==> config.mk <==
export PLATFORM = sky130hd
export DESIGN_NAME = switch_endpoint_wrapper
export DESIGN_NICKNAME = d
export VERILOG_FILES = /design/src/chiplet_types_pkg.sv /design/src/bus_types_pkg.sv /design/src/endpoint.sv /design/src/endpoint_regs.sv /design/src/switch.sv /design/src/switch_endpoint_wrapper.sv /design/src/vc_buffer.sv
export VERILOG_INCLUDE_DIRS = /design/src
export SDC_FILE = /design/constraint.sdc
export NUM_CORES = 1
export LEC_CHECK = 0
export ABC_CLOCK_PERIOD_IN_PS = 9000
export BUFFER_PORTS_ARGS = -buffer_cell sky130_fd_sc_hd__clkbuf_2
export CAP_MARGIN = 10
export CELL_PAD_IN_SITES_DETAIL_PLACEMENT = 1
export CELL_PAD_IN_SITES_GLOBAL_PLACEMENT = 2
export CORE_ASPECT_RATIO = 0.6
export CORE_MARGIN = 4
export CORE_UTILIZATION = 35
export CTS_CLUSTER_DIAMETER = 200
export DETAILED_ROUTE_END_ITERATION = 12
export HOLD_SLACK_MARGIN = 0.1
export PLACE_DENSITY_LB_ADDON = 0.1
export RECOVER_POWER = 50
export SKIP_CTS_REPAIR_TIMING = 1
export SYNTH_ARGS = -nofsm -noshare
export SYNTH_HDL_FRONTEND = slang
export SYNTH_SLANG_ARGS = --single-unit
==> constraint.sdc <==
create_clock -name clk -period 9 [get_ports clk]
set_input_delay 0.9 -clock clk [delete_from_list [all_inputs] [get_ports clk]]
set_output_delay 0.9 -clock clk [all_outputs]
set_load 0.03 [all_outputs]
==> src/chiplet_macros.svh <==
`ifndef CHIPLET_MACROS_SVH
`define CHIPLET_MACROS_SVH

// network sizing.
`define NODE_ID_W    2
`define NUM_VCS      2
`define PAYLOAD_W    32
`define LOCAL_NODE   0

// bus sizing.
`define ADDR_W       32
`define DATA_W       32

// buffer depths and credits.
`define VC_DEPTH     8
`define TX_DEPTH     4
`define RX_DEPTH     4
`define LINK_CREDITS 2

// endpoint register map, byte offsets.
`define REG_TX_CFG   32'h0
`define REG_TX_DATA  32'h4
`define REG_RX_DATA  32'h8
`define REG_STATUS   32'hC

`endif

==> src/chiplet_types_pkg.sv <==
`default_nettype none

`include "chiplet_macros.svh"

package chiplet_types_pkg;

    // ##################################################
    // identifiers
    // ##################################################

    typedef logic [`NODE_ID_W-1:0] node_id_t;

    // one bit is enough for two virtual channels.
    typedef logic [0:0] vc_id_t;

    typedef logic [`PAYLOAD_W-1:0] payload_t;

    // ##################################################
    // flit and credit vectors
    // ##################################################

    // single-flit packet, vc sits in the top bit.
    typedef struct packed {
        vc_id_t   vc;
        node_id_t dest;
        node_id_t src;
        payload_t payload;
    } flit_t;

    // one pulse or level per virtual channel.
    typedef logic [`NUM_VCS-1:0] credit_vec_t;

endpackage

`default_nettype wire

==> src/bus_types_pkg.sv <==
`default_nettype none

`include "chiplet_macros.svh"

package bus_types_pkg;
    import chiplet_types_pkg::*;

    typedef struct packed {
        logic                  wen;
        logic                  ren;
        logic [`ADDR_W-1:0]    addr;
        logic [`DATA_W-1:0]    wdata;
        logic [`DATA_W/8-1:0]  strobe;
    } bus_req_t;

    // all fields are combinational in the access cycle.
    typedef struct packed {
        logic [`DATA_W-1:0] rdata;
        logic               error;
        logic               request_stall;
    } bus_rsp_t;

    typedef enum logic [2:0] {
        SEL_TX_CFG,
        SEL_TX_DATA,
        SEL_RX_DATA,
        SEL_STATUS,
        SEL_NONE
    } reg_sel_t;

    typedef struct packed {
        node_id_t dest;
        vc_id_t   vc;
    } tx_cfg_t;

endpackage

`default_nettype wire

==> src/endpoint.sv <==
`default_nettype none
`timescale 1ns/10ps

`include "chiplet_macros.svh"

module endpoint
    import chiplet_types_pkg::*;
(
    input  logic                       clk,
    input  logic                       rst,
    input  flit_t                      tx_flit,
    input  logic                       tx_push,
    input  logic                       rx_pop,
    output logic                       tx_full,
    output logic [$clog2(`TX_DEPTH):0] tx_count,
    output logic [$clog2(`RX_DEPTH):0] rx_count,
    output flit_t                      rx_head,
    output flit_t                      ep_flit,
    output logic                       ep_valid,
    input  credit_vec_t                sw_buf_avail,
    input  flit_t                      sw_flit,
    input  logic                       sw_valid,
    output logic                       ep_credit
);
    localparam int TX_PTR_W = $clog2(`TX_DEPTH);
    localparam int RX_PTR_W = $clog2(`RX_DEPTH);
    localparam logic [RX_PTR_W:0] RX_MAX = `RX_DEPTH;
    localparam logic [TX_PTR_W:0] TX_MAX = `TX_DEPTH;

    // ##################################################
    // transmit FIFO, bus side to switch
    // ##################################################

    flit_t               tx_mem [`TX_DEPTH];
    logic [TX_PTR_W-1:0] tx_wr_ptr;
    logic [TX_PTR_W-1:0] tx_rd_ptr;
    flit_t               tx_head;
    logic                tx_pop;

    assign tx_head = tx_mem[tx_rd_ptr];
    assign tx_full = tx_count == TX_MAX;

    // issue the head only when its vc buffer in the switch has room.
    assign tx_pop   = tx_count != '0 && sw_buf_avail[tx_head.vc];
    assign ep_valid = tx_pop;
    assign ep_flit  = tx_head;

    always_ff @(posedge clk) begin
        if (tx_push) tx_mem[tx_wr_ptr] <= tx_flit;
    end

    always_ff @(posedge clk) begin
        if (rst) begin
            tx_wr_ptr <= '0;
            tx_rd_ptr <= '0;
            tx_count  <= '0;
        end else begin
            if (tx_push) tx_wr_ptr <= tx_wr_ptr + 1'b1;
            if (tx_pop) tx_rd_ptr <= tx_rd_ptr + 1'b1;
            case ({tx_push, tx_pop})
                2'b10:   tx_count <= tx_count + 1'b1;
                2'b01:   tx_count <= tx_count - 1'b1;
                default: ;
            endcase
        end
    end

    // ##################################################
    // receive FIFO, switch to bus side
    // ##################################################

    flit_t               rx_mem [`RX_DEPTH];
    logic [RX_PTR_W-1:0] rx_wr_ptr;
    logic [RX_PTR_W-1:0] rx_rd_ptr;

    assign rx_head = rx_mem[rx_rd_ptr];

    always_ff @(posedge clk) begin
        if (sw_valid) rx_mem[rx_wr_ptr] <= sw_flit;
    end

    always_ff @(posedge clk) begin
        if (rst) begin
            rx_wr_ptr <= '0;
            rx_rd_ptr <= '0;
            rx_count  <= '0;
            ep_credit <= 1'b0;
        end else begin
            if (sw_valid) rx_wr_ptr <= rx_wr_ptr + 1'b1;
            if (rx_pop) rx_rd_ptr <= rx_rd_ptr + 1'b1;
            case ({sw_valid, rx_pop})
                2'b10:   rx_count <= rx_count + 1'b1;
                2'b01:   rx_count <= rx_count - 1'b1;
                default: ;
            endcase
            // every freed entry goes back to the switch as one credit.
            ep_credit <= rx_pop;
        end
    end

    // the switch credit count must keep the receive FIFO from overflowing.
    a_rx_no_overrun: assert property (@(posedge clk) disable iff (rst)
        sw_valid |-> rx_count != RX_MAX);

endmodule

`default_nettype wire

==> src/endpoint_regs.sv <==
`default_nettype none
`timescale 1ns/10ps

`include "chiplet_macros.svh"

module endpoint_regs
    import chiplet_types_pkg::*;
    import bus_types_pkg::*;
(
    input  logic                       clk,
    input  logic                       rst,
    input  bus_req_t                   bus_req,
    output bus_rsp_t                   bus_rsp,
    output flit_t                      tx_flit,
    output logic                       tx_push,
    output logic                       rx_pop,
    input  logic                       tx_full,
    input  logic [$clog2(`TX_DEPTH):0] tx_count,
    input  logic [$clog2(`RX_DEPTH):0] rx_count,
    input  flit_t                      rx_head
);
    reg_sel_t sel;
    tx_cfg_t  tx_cfg;
    logic     full_strobe;
    logic     data_wr;
    logic     rx_empty;

    always_comb begin
        case (bus_req.addr)
            `REG_TX_CFG:  sel = SEL_TX_CFG;
            `REG_TX_DATA: sel = SEL_TX_DATA;
            `REG_RX_DATA: sel = SEL_RX_DATA;
            `REG_STATUS:  sel = SEL_STATUS;
            default:      sel = SEL_NONE;
        endcase
    end

    assign full_strobe = &bus_req.strobe;
    assign data_wr     = bus_req.wen && sel == SEL_TX_DATA && full_strobe;
    assign rx_empty    = rx_count == '0;

    assign tx_push = data_wr && !tx_full;
    assign rx_pop  = bus_req.ren && sel == SEL_RX_DATA && !rx_empty;

    assign tx_flit = '{vc: tx_cfg.vc, dest: tx_cfg.dest,
                       src: node_id_t'(`LOCAL_NODE), payload: bus_req.wdata};

    // dest lives in byte 0, vc in byte 1.
    always_ff @(posedge clk) begin
        if (rst) begin
            tx_cfg <= '0;
        end else if (bus_req.wen && sel == SEL_TX_CFG) begin
            if (bus_req.strobe[0]) tx_cfg.dest <= bus_req.wdata[`NODE_ID_W-1:0];
            if (bus_req.strobe[1]) tx_cfg.vc <= bus_req.wdata[8];
        end
    end

    always_comb begin
        bus_rsp.rdata = '0;
        case (sel)
            SEL_TX_CFG: begin
                bus_rsp.rdata[`NODE_ID_W-1:0] = tx_cfg.dest;
                bus_rsp.rdata[8]              = tx_cfg.vc;
            end
            SEL_RX_DATA: if (!rx_empty) bus_rsp.rdata = rx_head.payload;
            SEL_STATUS: begin
                bus_rsp.rdata[2:0] = tx_count;
                bus_rsp.rdata[6:4] = rx_count;
                bus_rsp.rdata[9:8] = rx_head.src;
            end
            default: ;
        endcase
        bus_rsp.error = ((bus_req.wen || bus_req.ren) && sel == SEL_NONE)
                      || (bus_req.ren && sel == SEL_RX_DATA && rx_empty)
                      || (bus_req.wen && sel == SEL_TX_DATA && !full_strobe)
                      || (bus_req.wen && sel == SEL_STATUS);
        // master holds the write until the transmit FIFO drains.
        bus_rsp.request_stall = data_wr && tx_full;
    end

    // a push always finds a free transmit entry.
    a_no_push_full: assert property (@(posedge clk) disable iff (rst)
        tx_push |-> tx_count < `TX_DEPTH);

endmodule

`default_nettype wire

==> src/switch.sv <==
`default_nettype none
`timescale 1ns/10ps

`include "chiplet_macros.svh"

module switch
    import chiplet_types_pkg::*;
(
    input  logic        clk,
    input  logic        rst,
    input  flit_t       ep_flit,
    input  logic        ep_valid,
    output credit_vec_t sw_buf_avail,
    output flit_t       sw_flit,
    output logic        sw_valid,
    input  logic        ep_credit,
    input  flit_t       in_flit,
    input  logic        data_ready_in,
    output flit_t       out_flit,
    output logic        data_ready_out,
    input  logic        packet_sent,
    input  credit_vec_t credit_granted
);
    localparam int LINK_CW = $clog2(`LINK_CREDITS) + 1;
    localparam int EP_CW = $clog2(`RX_DEPTH) + 1;
    localparam logic [LINK_CW-1:0] LINK_INIT = `LINK_CREDITS;
    localparam logic [EP_CW-1:0] EP_INIT = `RX_DEPTH;

    flit_t [`NUM_VCS-1:0] ep_head;
    flit_t [`NUM_VCS-1:0] link_head;
    credit_vec_t          ep_ne;
    credit_vec_t          link_ne;

    // requester index is {input port, vc}.
    flit_t [3:0]          heads;
    logic [3:0]           ne;
    logic [3:0]           to_link;
    logic [3:0]           req [2];
    logic [1:0]           rr_last [2];
    logic [1:0]           gnt_idx [2];
    logic [1:0]           gnt_valid;
    logic [1:0]           rd_en;
    vc_id_t               rd_vc [2];
    vc_id_t               link_vc;
    logic                 link_free;
    logic [LINK_CW-1:0]   link_credit [`NUM_VCS];
    logic [EP_CW-1:0]     ep_credit_cnt;

    vc_buffer u_ep_buf (
        .clk       (clk),
        .rst       (rst),
        .wr_flit   (ep_flit),
        .wr_en     (ep_valid),
        .rd_vc     (rd_vc[0]),
        .rd_en     (rd_en[0]),
        .head      (ep_head),
        .not_empty (ep_ne),
        .avail     (sw_buf_avail)
    );

    vc_buffer u_link_buf (
        .clk       (clk),
        .rst       (rst),
        .wr_flit   (in_flit),
        .wr_en     (data_ready_in),
        .rd_vc     (rd_vc[1]),
        .rd_en     (rd_en[1]),
        .head      (link_head),
        .not_empty (link_ne),
        .avail     ()
    );

    assign heads = {link_head, ep_head};
    assign ne    = {link_ne, ep_ne};

    // the link register can reload in the cycle its flit is taken.
    assign link_free = !data_ready_out || packet_sent;

    // ##################################################
    // routing and round-robin arbitration
    // ##################################################

    always_comb begin
        for (int r = 0; r < 4; r++) begin
            to_link[r] = heads[r].dest != node_id_t'(`LOCAL_NODE);
            req[1][r]  = ne[r] && to_link[r] && link_free
                         && link_credit[heads[r].vc] != '0;
            req[0][r]  = ne[r] && !to_link[r] && ep_credit_cnt != '0;
        end
    end

    // link output picks first; the endpoint output skips that input port.
    always_comb begin
        logic [3:0] cand;
        logic [1:0] idx;
        gnt_valid  = '0;
        gnt_idx[0] = '0;
        gnt_idx[1] = '0;
        for (int o = 1; o >= 0; o--) begin
            cand = req[o];
            if (o == 0 && gnt_valid[1]) cand &= gnt_idx[1][1] ? 4'b0011 : 4'b1100;
            for (int k = 1; k <= 4; k++) begin
                idx = rr_last[o] + 2'(k);
                if (!gnt_valid[o] && cand[idx]) begin
                    gnt_valid[o] = 1'b1;
                    gnt_idx[o]   = idx;
                end
            end
        end
    end

    always_comb begin
        rd_en    = '0;
        rd_vc[0] = '0;
        rd_vc[1] = '0;
        for (int o = 0; o < 2; o++) begin
            if (gnt_valid[o]) begin
                rd_en[gnt_idx[o][1]] = 1'b1;
                rd_vc[gnt_idx[o][1]] = gnt_idx[o][0];
            end
        end
    end

    assign link_vc = heads[gnt_idx[1]].vc;

    // ##################################################
    // output registers and credit counters
    // ##################################################

    always_ff @(posedge clk) begin
        if (gnt_valid[1]) out_flit <= heads[gnt_idx[1]];
        if (gnt_valid[0]) sw_flit <= heads[gnt_idx[0]];
    end

    always_ff @(posedge clk) begin
        if (rst) begin
            data_ready_out <= 1'b0;
            sw_valid       <= 1'b0;
            ep_credit_cnt  <= EP_INIT;
            for (int o = 0; o < 2; o++) rr_last[o] <= 2'd3;
            for (int v = 0; v < `NUM_VCS; v++) link_credit[v] <= LINK_INIT;
        end else begin
            sw_valid <= gnt_valid[0];
            if (gnt_valid[1]) begin
                data_ready_out <= 1'b1;
            end else if (packet_sent) begin
                data_ready_out <= 1'b0;
            end
            for (int o = 0; o < 2; o++) begin
                if (gnt_valid[o]) rr_last[o] <= gnt_idx[o];
            end
            for (int v = 0; v < `NUM_VCS; v++) begin
                case ({gnt_valid[1] && link_vc == vc_id_t'(v), credit_granted[v]})
                    2'b10:   link_credit[v] <= link_credit[v] - 1'b1;
                    2'b01:   link_credit[v] <= link_credit[v] + 1'b1;
                    default: ;
                endcase
            end
            case ({gnt_valid[0], ep_credit})
                2'b10:   ep_credit_cnt <= ep_credit_cnt - 1'b1;
                2'b01:   ep_credit_cnt <= ep_credit_cnt + 1'b1;
                default: ;
            endcase
        end
    end

    // returned credits never outnumber those handed out.
    for (genvar v = 0; v < `NUM_VCS; v++) begin : g_credit_chk
        a_link_credit_max: assert property (@(posedge clk) disable iff (rst)
            link_credit[v] <= LINK_INIT);
    end

    a_ep_credit_max: assert property (@(posedge clk) disable iff (rst)
        ep_credit_cnt <= EP_INIT);

    a_out_hold: assert property (@(posedge clk) disable iff (rst)
        data_ready_out && !packet_sent |=> data_ready_out && $stable(out_flit));

endmodule

`default_nettype wire

==> src/switch_endpoint_wrapper.sv <==
`default_nettype none
`timescale 1ns/10ps

`include "chiplet_macros.svh"

module switch_endpoint_wrapper
    import chiplet_types_pkg::*;
    import bus_types_pkg::*;
(
    input  logic                 clk,
    input  logic                 rst,
    // bus side.
    input  logic                 wen,
    input  logic                 ren,
    input  logic [`ADDR_W-1:0]   addr,
    input  logic [`DATA_W-1:0]   wdata,
    input  logic [`DATA_W/8-1:0] strobe,
    output logic [`DATA_W-1:0]   rdata,
    output logic                 error,
    output logic                 request_stall,
    // external link.
    input  flit_t                in_flit,
    input  logic                 data_ready_in,
    output flit_t                out_flit,
    output logic                 data_ready_out,
    input  logic                 packet_sent,
    input  credit_vec_t          credit_granted
);
    bus_req_t                   bus_req;
    bus_rsp_t                   bus_rsp;
    flit_t                      tx_flit;
    flit_t                      rx_head;
    flit_t                      ep_flit;
    flit_t                      sw_flit;
    logic                       tx_push;
    logic                       rx_pop;
    logic                       tx_full;
    logic [$clog2(`TX_DEPTH):0] tx_count;
    logic [$clog2(`RX_DEPTH):0] rx_count;
    logic                       ep_valid;
    logic                       sw_valid;
    logic                       ep_credit;
    credit_vec_t                sw_buf_avail;

    assign bus_req = '{wen: wen, ren: ren, addr: addr, wdata: wdata, strobe: strobe};

    assign rdata         = bus_rsp.rdata;
    assign error         = bus_rsp.error;
    assign request_stall = bus_rsp.request_stall;

    endpoint_regs u_regs (
        .clk      (clk),
        .rst      (rst),
        .bus_req  (bus_req),
        .bus_rsp  (bus_rsp),
        .tx_flit  (tx_flit),
        .tx_push  (tx_push),
        .rx_pop   (rx_pop),
        .tx_full  (tx_full),
        .tx_count (tx_count),
        .rx_count (rx_count),
        .rx_head  (rx_head)
    );

    endpoint u_endpoint (
        .clk          (clk),
        .rst          (rst),
        .tx_flit      (tx_flit),
        .tx_push      (tx_push),
        .rx_pop       (rx_pop),
        .tx_full      (tx_full),
        .tx_count     (tx_count),
        .rx_count     (rx_count),
        .rx_head      (rx_head),
        .ep_flit      (ep_flit),
        .ep_valid     (ep_valid),
        .sw_buf_avail (sw_buf_avail),
        .sw_flit      (sw_flit),
        .sw_valid     (sw_valid),
        .ep_credit    (ep_credit)
    );

    // port 0 faces the endpoint, port 1 the link.
    switch u_switch (
        .clk            (clk),
        .rst            (rst),
        .ep_flit        (ep_flit),
        .ep_valid       (ep_valid),
        .sw_buf_avail   (sw_buf_avail),
        .sw_flit        (sw_flit),
        .sw_valid       (sw_valid),
        .ep_credit      (ep_credit),
        .in_flit        (in_flit),
        .data_ready_in  (data_ready_in),
        .out_flit       (out_flit),
        .data_ready_out (data_ready_out),
        .packet_sent    (packet_sent),
        .credit_granted (credit_granted)
    );

endmodule

`default_nettype wire

==> src/vc_buffer.sv <==
`default_nettype none
`timescale 1ns/10ps

`include "chiplet_macros.svh"

module vc_buffer
    import chiplet_types_pkg::*;
(
    input  logic                      clk,
    input  logic                      rst,
    input  flit_t                     wr_flit,
    input  logic                      wr_en,
    input  vc_id_t                    rd_vc,
    input  logic                      rd_en,
    output flit_t [`NUM_VCS-1:0]      head,
    output credit_vec_t               not_empty,
    output credit_vec_t               avail
);
    localparam int PTR_W = $clog2(`VC_DEPTH);
    localparam logic [PTR_W:0] DEPTH = `VC_DEPTH;

    for (genvar v = 0; v < `NUM_VCS; v++) begin : g_vc
        flit_t            mem [`VC_DEPTH];
        logic [PTR_W-1:0] wr_ptr;
        logic [PTR_W-1:0] rd_ptr;
        logic [PTR_W:0]   count;
        logic             push;
        logic             pop;

        assign push = wr_en && wr_flit.vc == vc_id_t'(v);
        assign pop  = rd_en && rd_vc == vc_id_t'(v);

        assign head[v]      = mem[rd_ptr];
        assign not_empty[v] = count != '0;
        assign avail[v]     = count != DEPTH;

        always_ff @(posedge clk) begin
            if (push) mem[wr_ptr] <= wr_flit;
        end

        always_ff @(posedge clk) begin
            if (rst) begin
                wr_ptr <= '0;
                rd_ptr <= '0;
                count  <= '0;
            end else begin
                if (push) wr_ptr <= wr_ptr + 1'b1;
                if (pop) rd_ptr <= rd_ptr + 1'b1;
                case ({push, pop})
                    2'b10:   count <= count + 1'b1;
                    2'b01:   count <= count - 1'b1;
                    default: ;
                endcase
            end
        end
    end

    // senders must respect avail, the link sender included.
    a_no_write_full: assert property (@(posedge clk) disable iff (rst)
        wr_en |-> avail[wr_flit.vc]);

endmodule

`default_nettype wire
==> metrics.md <==
| Metric | Value |
|---|---|
| Status | `finished with violations` |
| Failing checks | `max-capacitance violations, max-slew violations` |
| Final setup margin | `around 2.9 ns` |
| Inserted Clock Buffers | `~160` |
| Die ar. | `between 150000 and 200000 um2` |
| # IOs | `around 190` |
| Pleak | `0.0224 uW` |
| Gr usage total | `about 19%` |
| Initial antenna violation count | `11` |
| CTS tree | `done` |
| Filler instances | `approximately 17000` |
| Clock-pin transition on the worst setup and hold timing paths | `about 0.06 ns` |
| DP Worst Slack | `2.89 ns` |
| Primary FF master, synth | `edfxtp_1` |
| Post-synthesis sequential area ratio | `74.4%` |
| Synth warn | `0` |
| Clock buffer depth | `4` |
| Distinct cells, synth | `74` |
| 1st-iter DRT viols | `2780` |
| Synth Instances | `just over 3000` |
| Clock sinks | `between 1500 and 2000` |
| Hold Fails Final Rpt | `0` |
| Ys async rst share | `0%` |
| RSZ-0062 raised after global routing | `no` |
| # DRC | `0` |
| Class of the worst hold path | `in -> reg` |
| WS Path Type | `reg -> reg` |
| Overall power | `between 20000 and 25000 uW` |
| Busiest layer in global routing | `met2` |
| GR Layer Usage met2 | `29.4%` |
| Row count | `120` |
| Global-route wire length before repair | `250000 um` |
| Hpwl dp | `approximately 110000 um` |
| H-tree depth | `4` |
| Vias in the first global route | `between 30000 and 40000` |
| Avg Cell Area, Syn | `between 20 and 25 um2` |
| Core area | `about 180000 um2` |
| Arr. time, crit path | `~7 ns` |
| Reg2Reg Depth | `18` |
| Number of synthesized register bits | `1586` |
| Sequential cell area | `~47000 um2` |
| Gpl congestion | `approximately 0.81` |
| Commonest non-fill, non-tap cells in the layout | `1507 x edfxtp_1, 355 x mux4_2, 165 x clkbuf_16` |
| Minimum clock period | `around 6 ns` |
| Via-to-Cell Ratio | `around 5.3` |
| Largest net degree at the start of global routing | `65` |
| Worst relative slew slack | `-165%` |
| Clock Latency Late Sink | `approximately 0.8 ns` |
| Layout cells sized above 1 | `between 20% and 30%` |
| Setup violation total in the final timing report | `0` |
| Critical Path Sink Type | `flip-flop` |
| Via count | `approximately 31000` |
| Layout area overhead | `14.1%` |
| Max Freq | `around 160 MHz` |
| Peak supply drop | `~0.00024 V` |
| Routing usage on met3 | `under 10%` |
| DIE WIDTH | `556 um` |
| Worst Setup EP | `u_switch.u_ep_buf.g_vc[0].count[2]` |
| Routed len/inst | `between 20 and 30 um` |
| Die Y-Extent | `~340 um` |
| Setup TNS | `0 ns` |
| Top cells by area in the synthesized netlist | `edfxtp_1 72%, mux4_2 13%, mux2_2 2.5%, dfxtp_1 2.5%, mux2i_1 2.4%` |
| EDFF count, synth | `~1500` |
| Dominant cell type by area after synthesis | `edfxtp_1` |
| Met1 Use GR | `a little over a quarter` |
| Req. time, crit path | `9.66 ns` |
| Post-synth top area share | `a little under three quarters` |
| Commonest non-fill, non-tap cell in the layout | `edfxtp_1` |
| Fin nets | `between 3000 and 4000` |
| First-pass DRT Iterations | `5` |
| Post-synth design cell area | `roughly 63000 um2` |
| Slew @ Worst Pin | `roughly 4.0 ns` |
| GRT overflow | `0` |
| Maximum Capacitance Violations | `11` |
| Number of port buffers | `approximately 180` |
| Synth Net Count | `~3300` |
| Routed WL | `between 150000 and 200000 um` |
| Clk_skew | `0.0714 ns` |
| Crit path launch type | `flip-flop` |
| Area used by multi-input combinational logic | `15600 um2` |
| Initial Util | `35.2%` |
| Max Slew Vio Count | `approximately 420` |
| Crit share post-route | `68.2%` |
| CP Max Fanout | `just over 40` |
| PwrDens | `around 290 nW/um2` |
| Reg2reg setup slack | `~2.9 ns` |
| RR Endpoint | `u_switch.u_ep_buf.g_vc[0].count[2]` |
| Root buffer cell | `clkbuf_16` |
| Final ANT Viol Nets | `0` |
## cells in the mapped netlist (9+ instances only)
master       n
or3_1       46
nand3_1     26
inv_1       33
o21ai_0     32
nand2b_1    10
o211ai_1    10
a21oi_1     44
clkbuf_1    79
a211oi_1     9
buf_2       13
and2_1      36
nor3_1      29
buf_1       49
xnor2_1      9
edfxtp_1  1507
dfxtp_1     79
mux2_2     141
ha_1        31
xor2_1      24
mux4_2     355
mux2i_1    151
nor4_1      14
nor2b_1     10
buf_4       10
nand2_1     62
nor2_1     168
o21ai_1     16
## through the flow
stage	hold slack (ns)	instance area [um2]	instances	utilization [%]
finish	0.345	71900	5881	40.2
global route	0.305	71800	5876	40.2
CTS	0.240	72000	5874	40.3
detailed placement	0.481	67000	5592	37.5
global placement	0.458	67000	5592	37.5
floorplan	0.453	63000	3117	-
## how the worst min path moves through the flow
| stage | depth (start not counted) | slack (ns) | endpoint | from |
|---|---|---|---|---|
| 5_1_grt | 1 | 0.30 | u_endpoint.tx_mem[2][24] | wdata[24] |
| 3_5_place_dp | 2 | 0.48 | flip-flop | u_switch.u_link_buf.g_vc[1].rd_ptr[1] |
| 6_report | 1 | 0.35 | u_endpoint.tx_mem[2][24] | wdata[24] |
| 2_1_floorplan | 2 | 0.45 | u_switch.u_link_buf.g_vc[0].count[3] | u_switch.u_link_buf.g_vc[0].count[3] |
| 3_3_place_gp | 2 | 0.46 | flip-flop | u_switch.u_link_buf.g_vc[1].rd_ptr[1] |
| 4_1_cts | 1 | 0.24 | u_endpoint.tx_mem[2][24] | wdata[24] |
## kinds of logic after synthesis
family	count (synthesis)	synth area share, %
XOR/XNOR	33	0.459
multiplexers	658	17.8
AND/OR/NAND/NOR	443	3.46
flip-flops	1586	74.4
AO/OA/AOI/OAI	173	1.88
adder cells (fa/ha/maj)	36	0.775
buffers and inverters	188	1.22
## layout make-up
type,count,area share [%]
inverters,36,0.188
clock inverters,75,0.902
multi-input cells,1343,21.7
flip-flops and latches,1586,65.2
clock buffers,207,6.02
diodes,5,0.0174
repair buffers,250,1.79
well taps,2379,4.14
## layer usage
layer | part of all wire [%] | routed length, um
met5 | 0 | 0
met4 | 1.7 | 2960
met3 | 6.1 | 10600
met2 | 46 | 80800
met1 | 46 | 80200
## state kept, by name, summed over array words and instances (netlist names), 2 cells and up, named ones only
signal	count
u_switch.u_link_buf.g_vc.mem	592
u_switch.u_ep_buf.g_vc.mem	560
u_endpoint.tx_mem	140
u_endpoint.rx_mem	136
u_switch.out_flit	37
u_switch.sw_flit	34
u_switch.u_ep_buf.g_vc.count	8
u_switch.u_link_buf.g_vc.count	8
u_switch.u_ep_buf.g_vc.rd_ptr	6
u_switch.u_ep_buf.g_vc.wr_ptr	6
u_switch.u_link_buf.g_vc.rd_ptr	6
u_switch.u_link_buf.g_vc.wr_ptr	6
u_switch.link_credit	4
u_switch.rr_last	4
u_endpoint.rx_count	3
u_endpoint.tx_count	3
u_regs.tx_flit	3
u_switch.ep_credit_cnt	3
u_endpoint.rx_rd_ptr	2
u_endpoint.rx_wr_ptr	2
u_endpoint.tx_rd_ptr	2
u_endpoint.tx_wr_ptr	2
## power by group
group	leakage [uW]	switching (uW)	internal, uW
combinational	0.00588	3010	1830
clock	0.00243	2780	3710
sequential	0.0141	559	8640
total	0.0224	6350	14200
## worst max-delay path, stage by stage, from the launching register on
cell      delay [ns]
dfxtp_4         0.54
buf_4           0.64
mux4_2          0.59
mux2i_1         0.24
mux2i_1         0.42
or2_1           0.26
a32oi_2         0.24
a31oi_1         0.38
o211ai_1        0.32
nor2_4          0.17
buf_4           0.58
o21bai_1        0.24
ha_1            0.30
xor2_1          0.17
ha_1            0.19
a21oi_1         0.16
xor2_1          0.11
or3_1           0.32
a21oi_1         0.16
No activity file was read; power rests on OpenSTA's default activity.
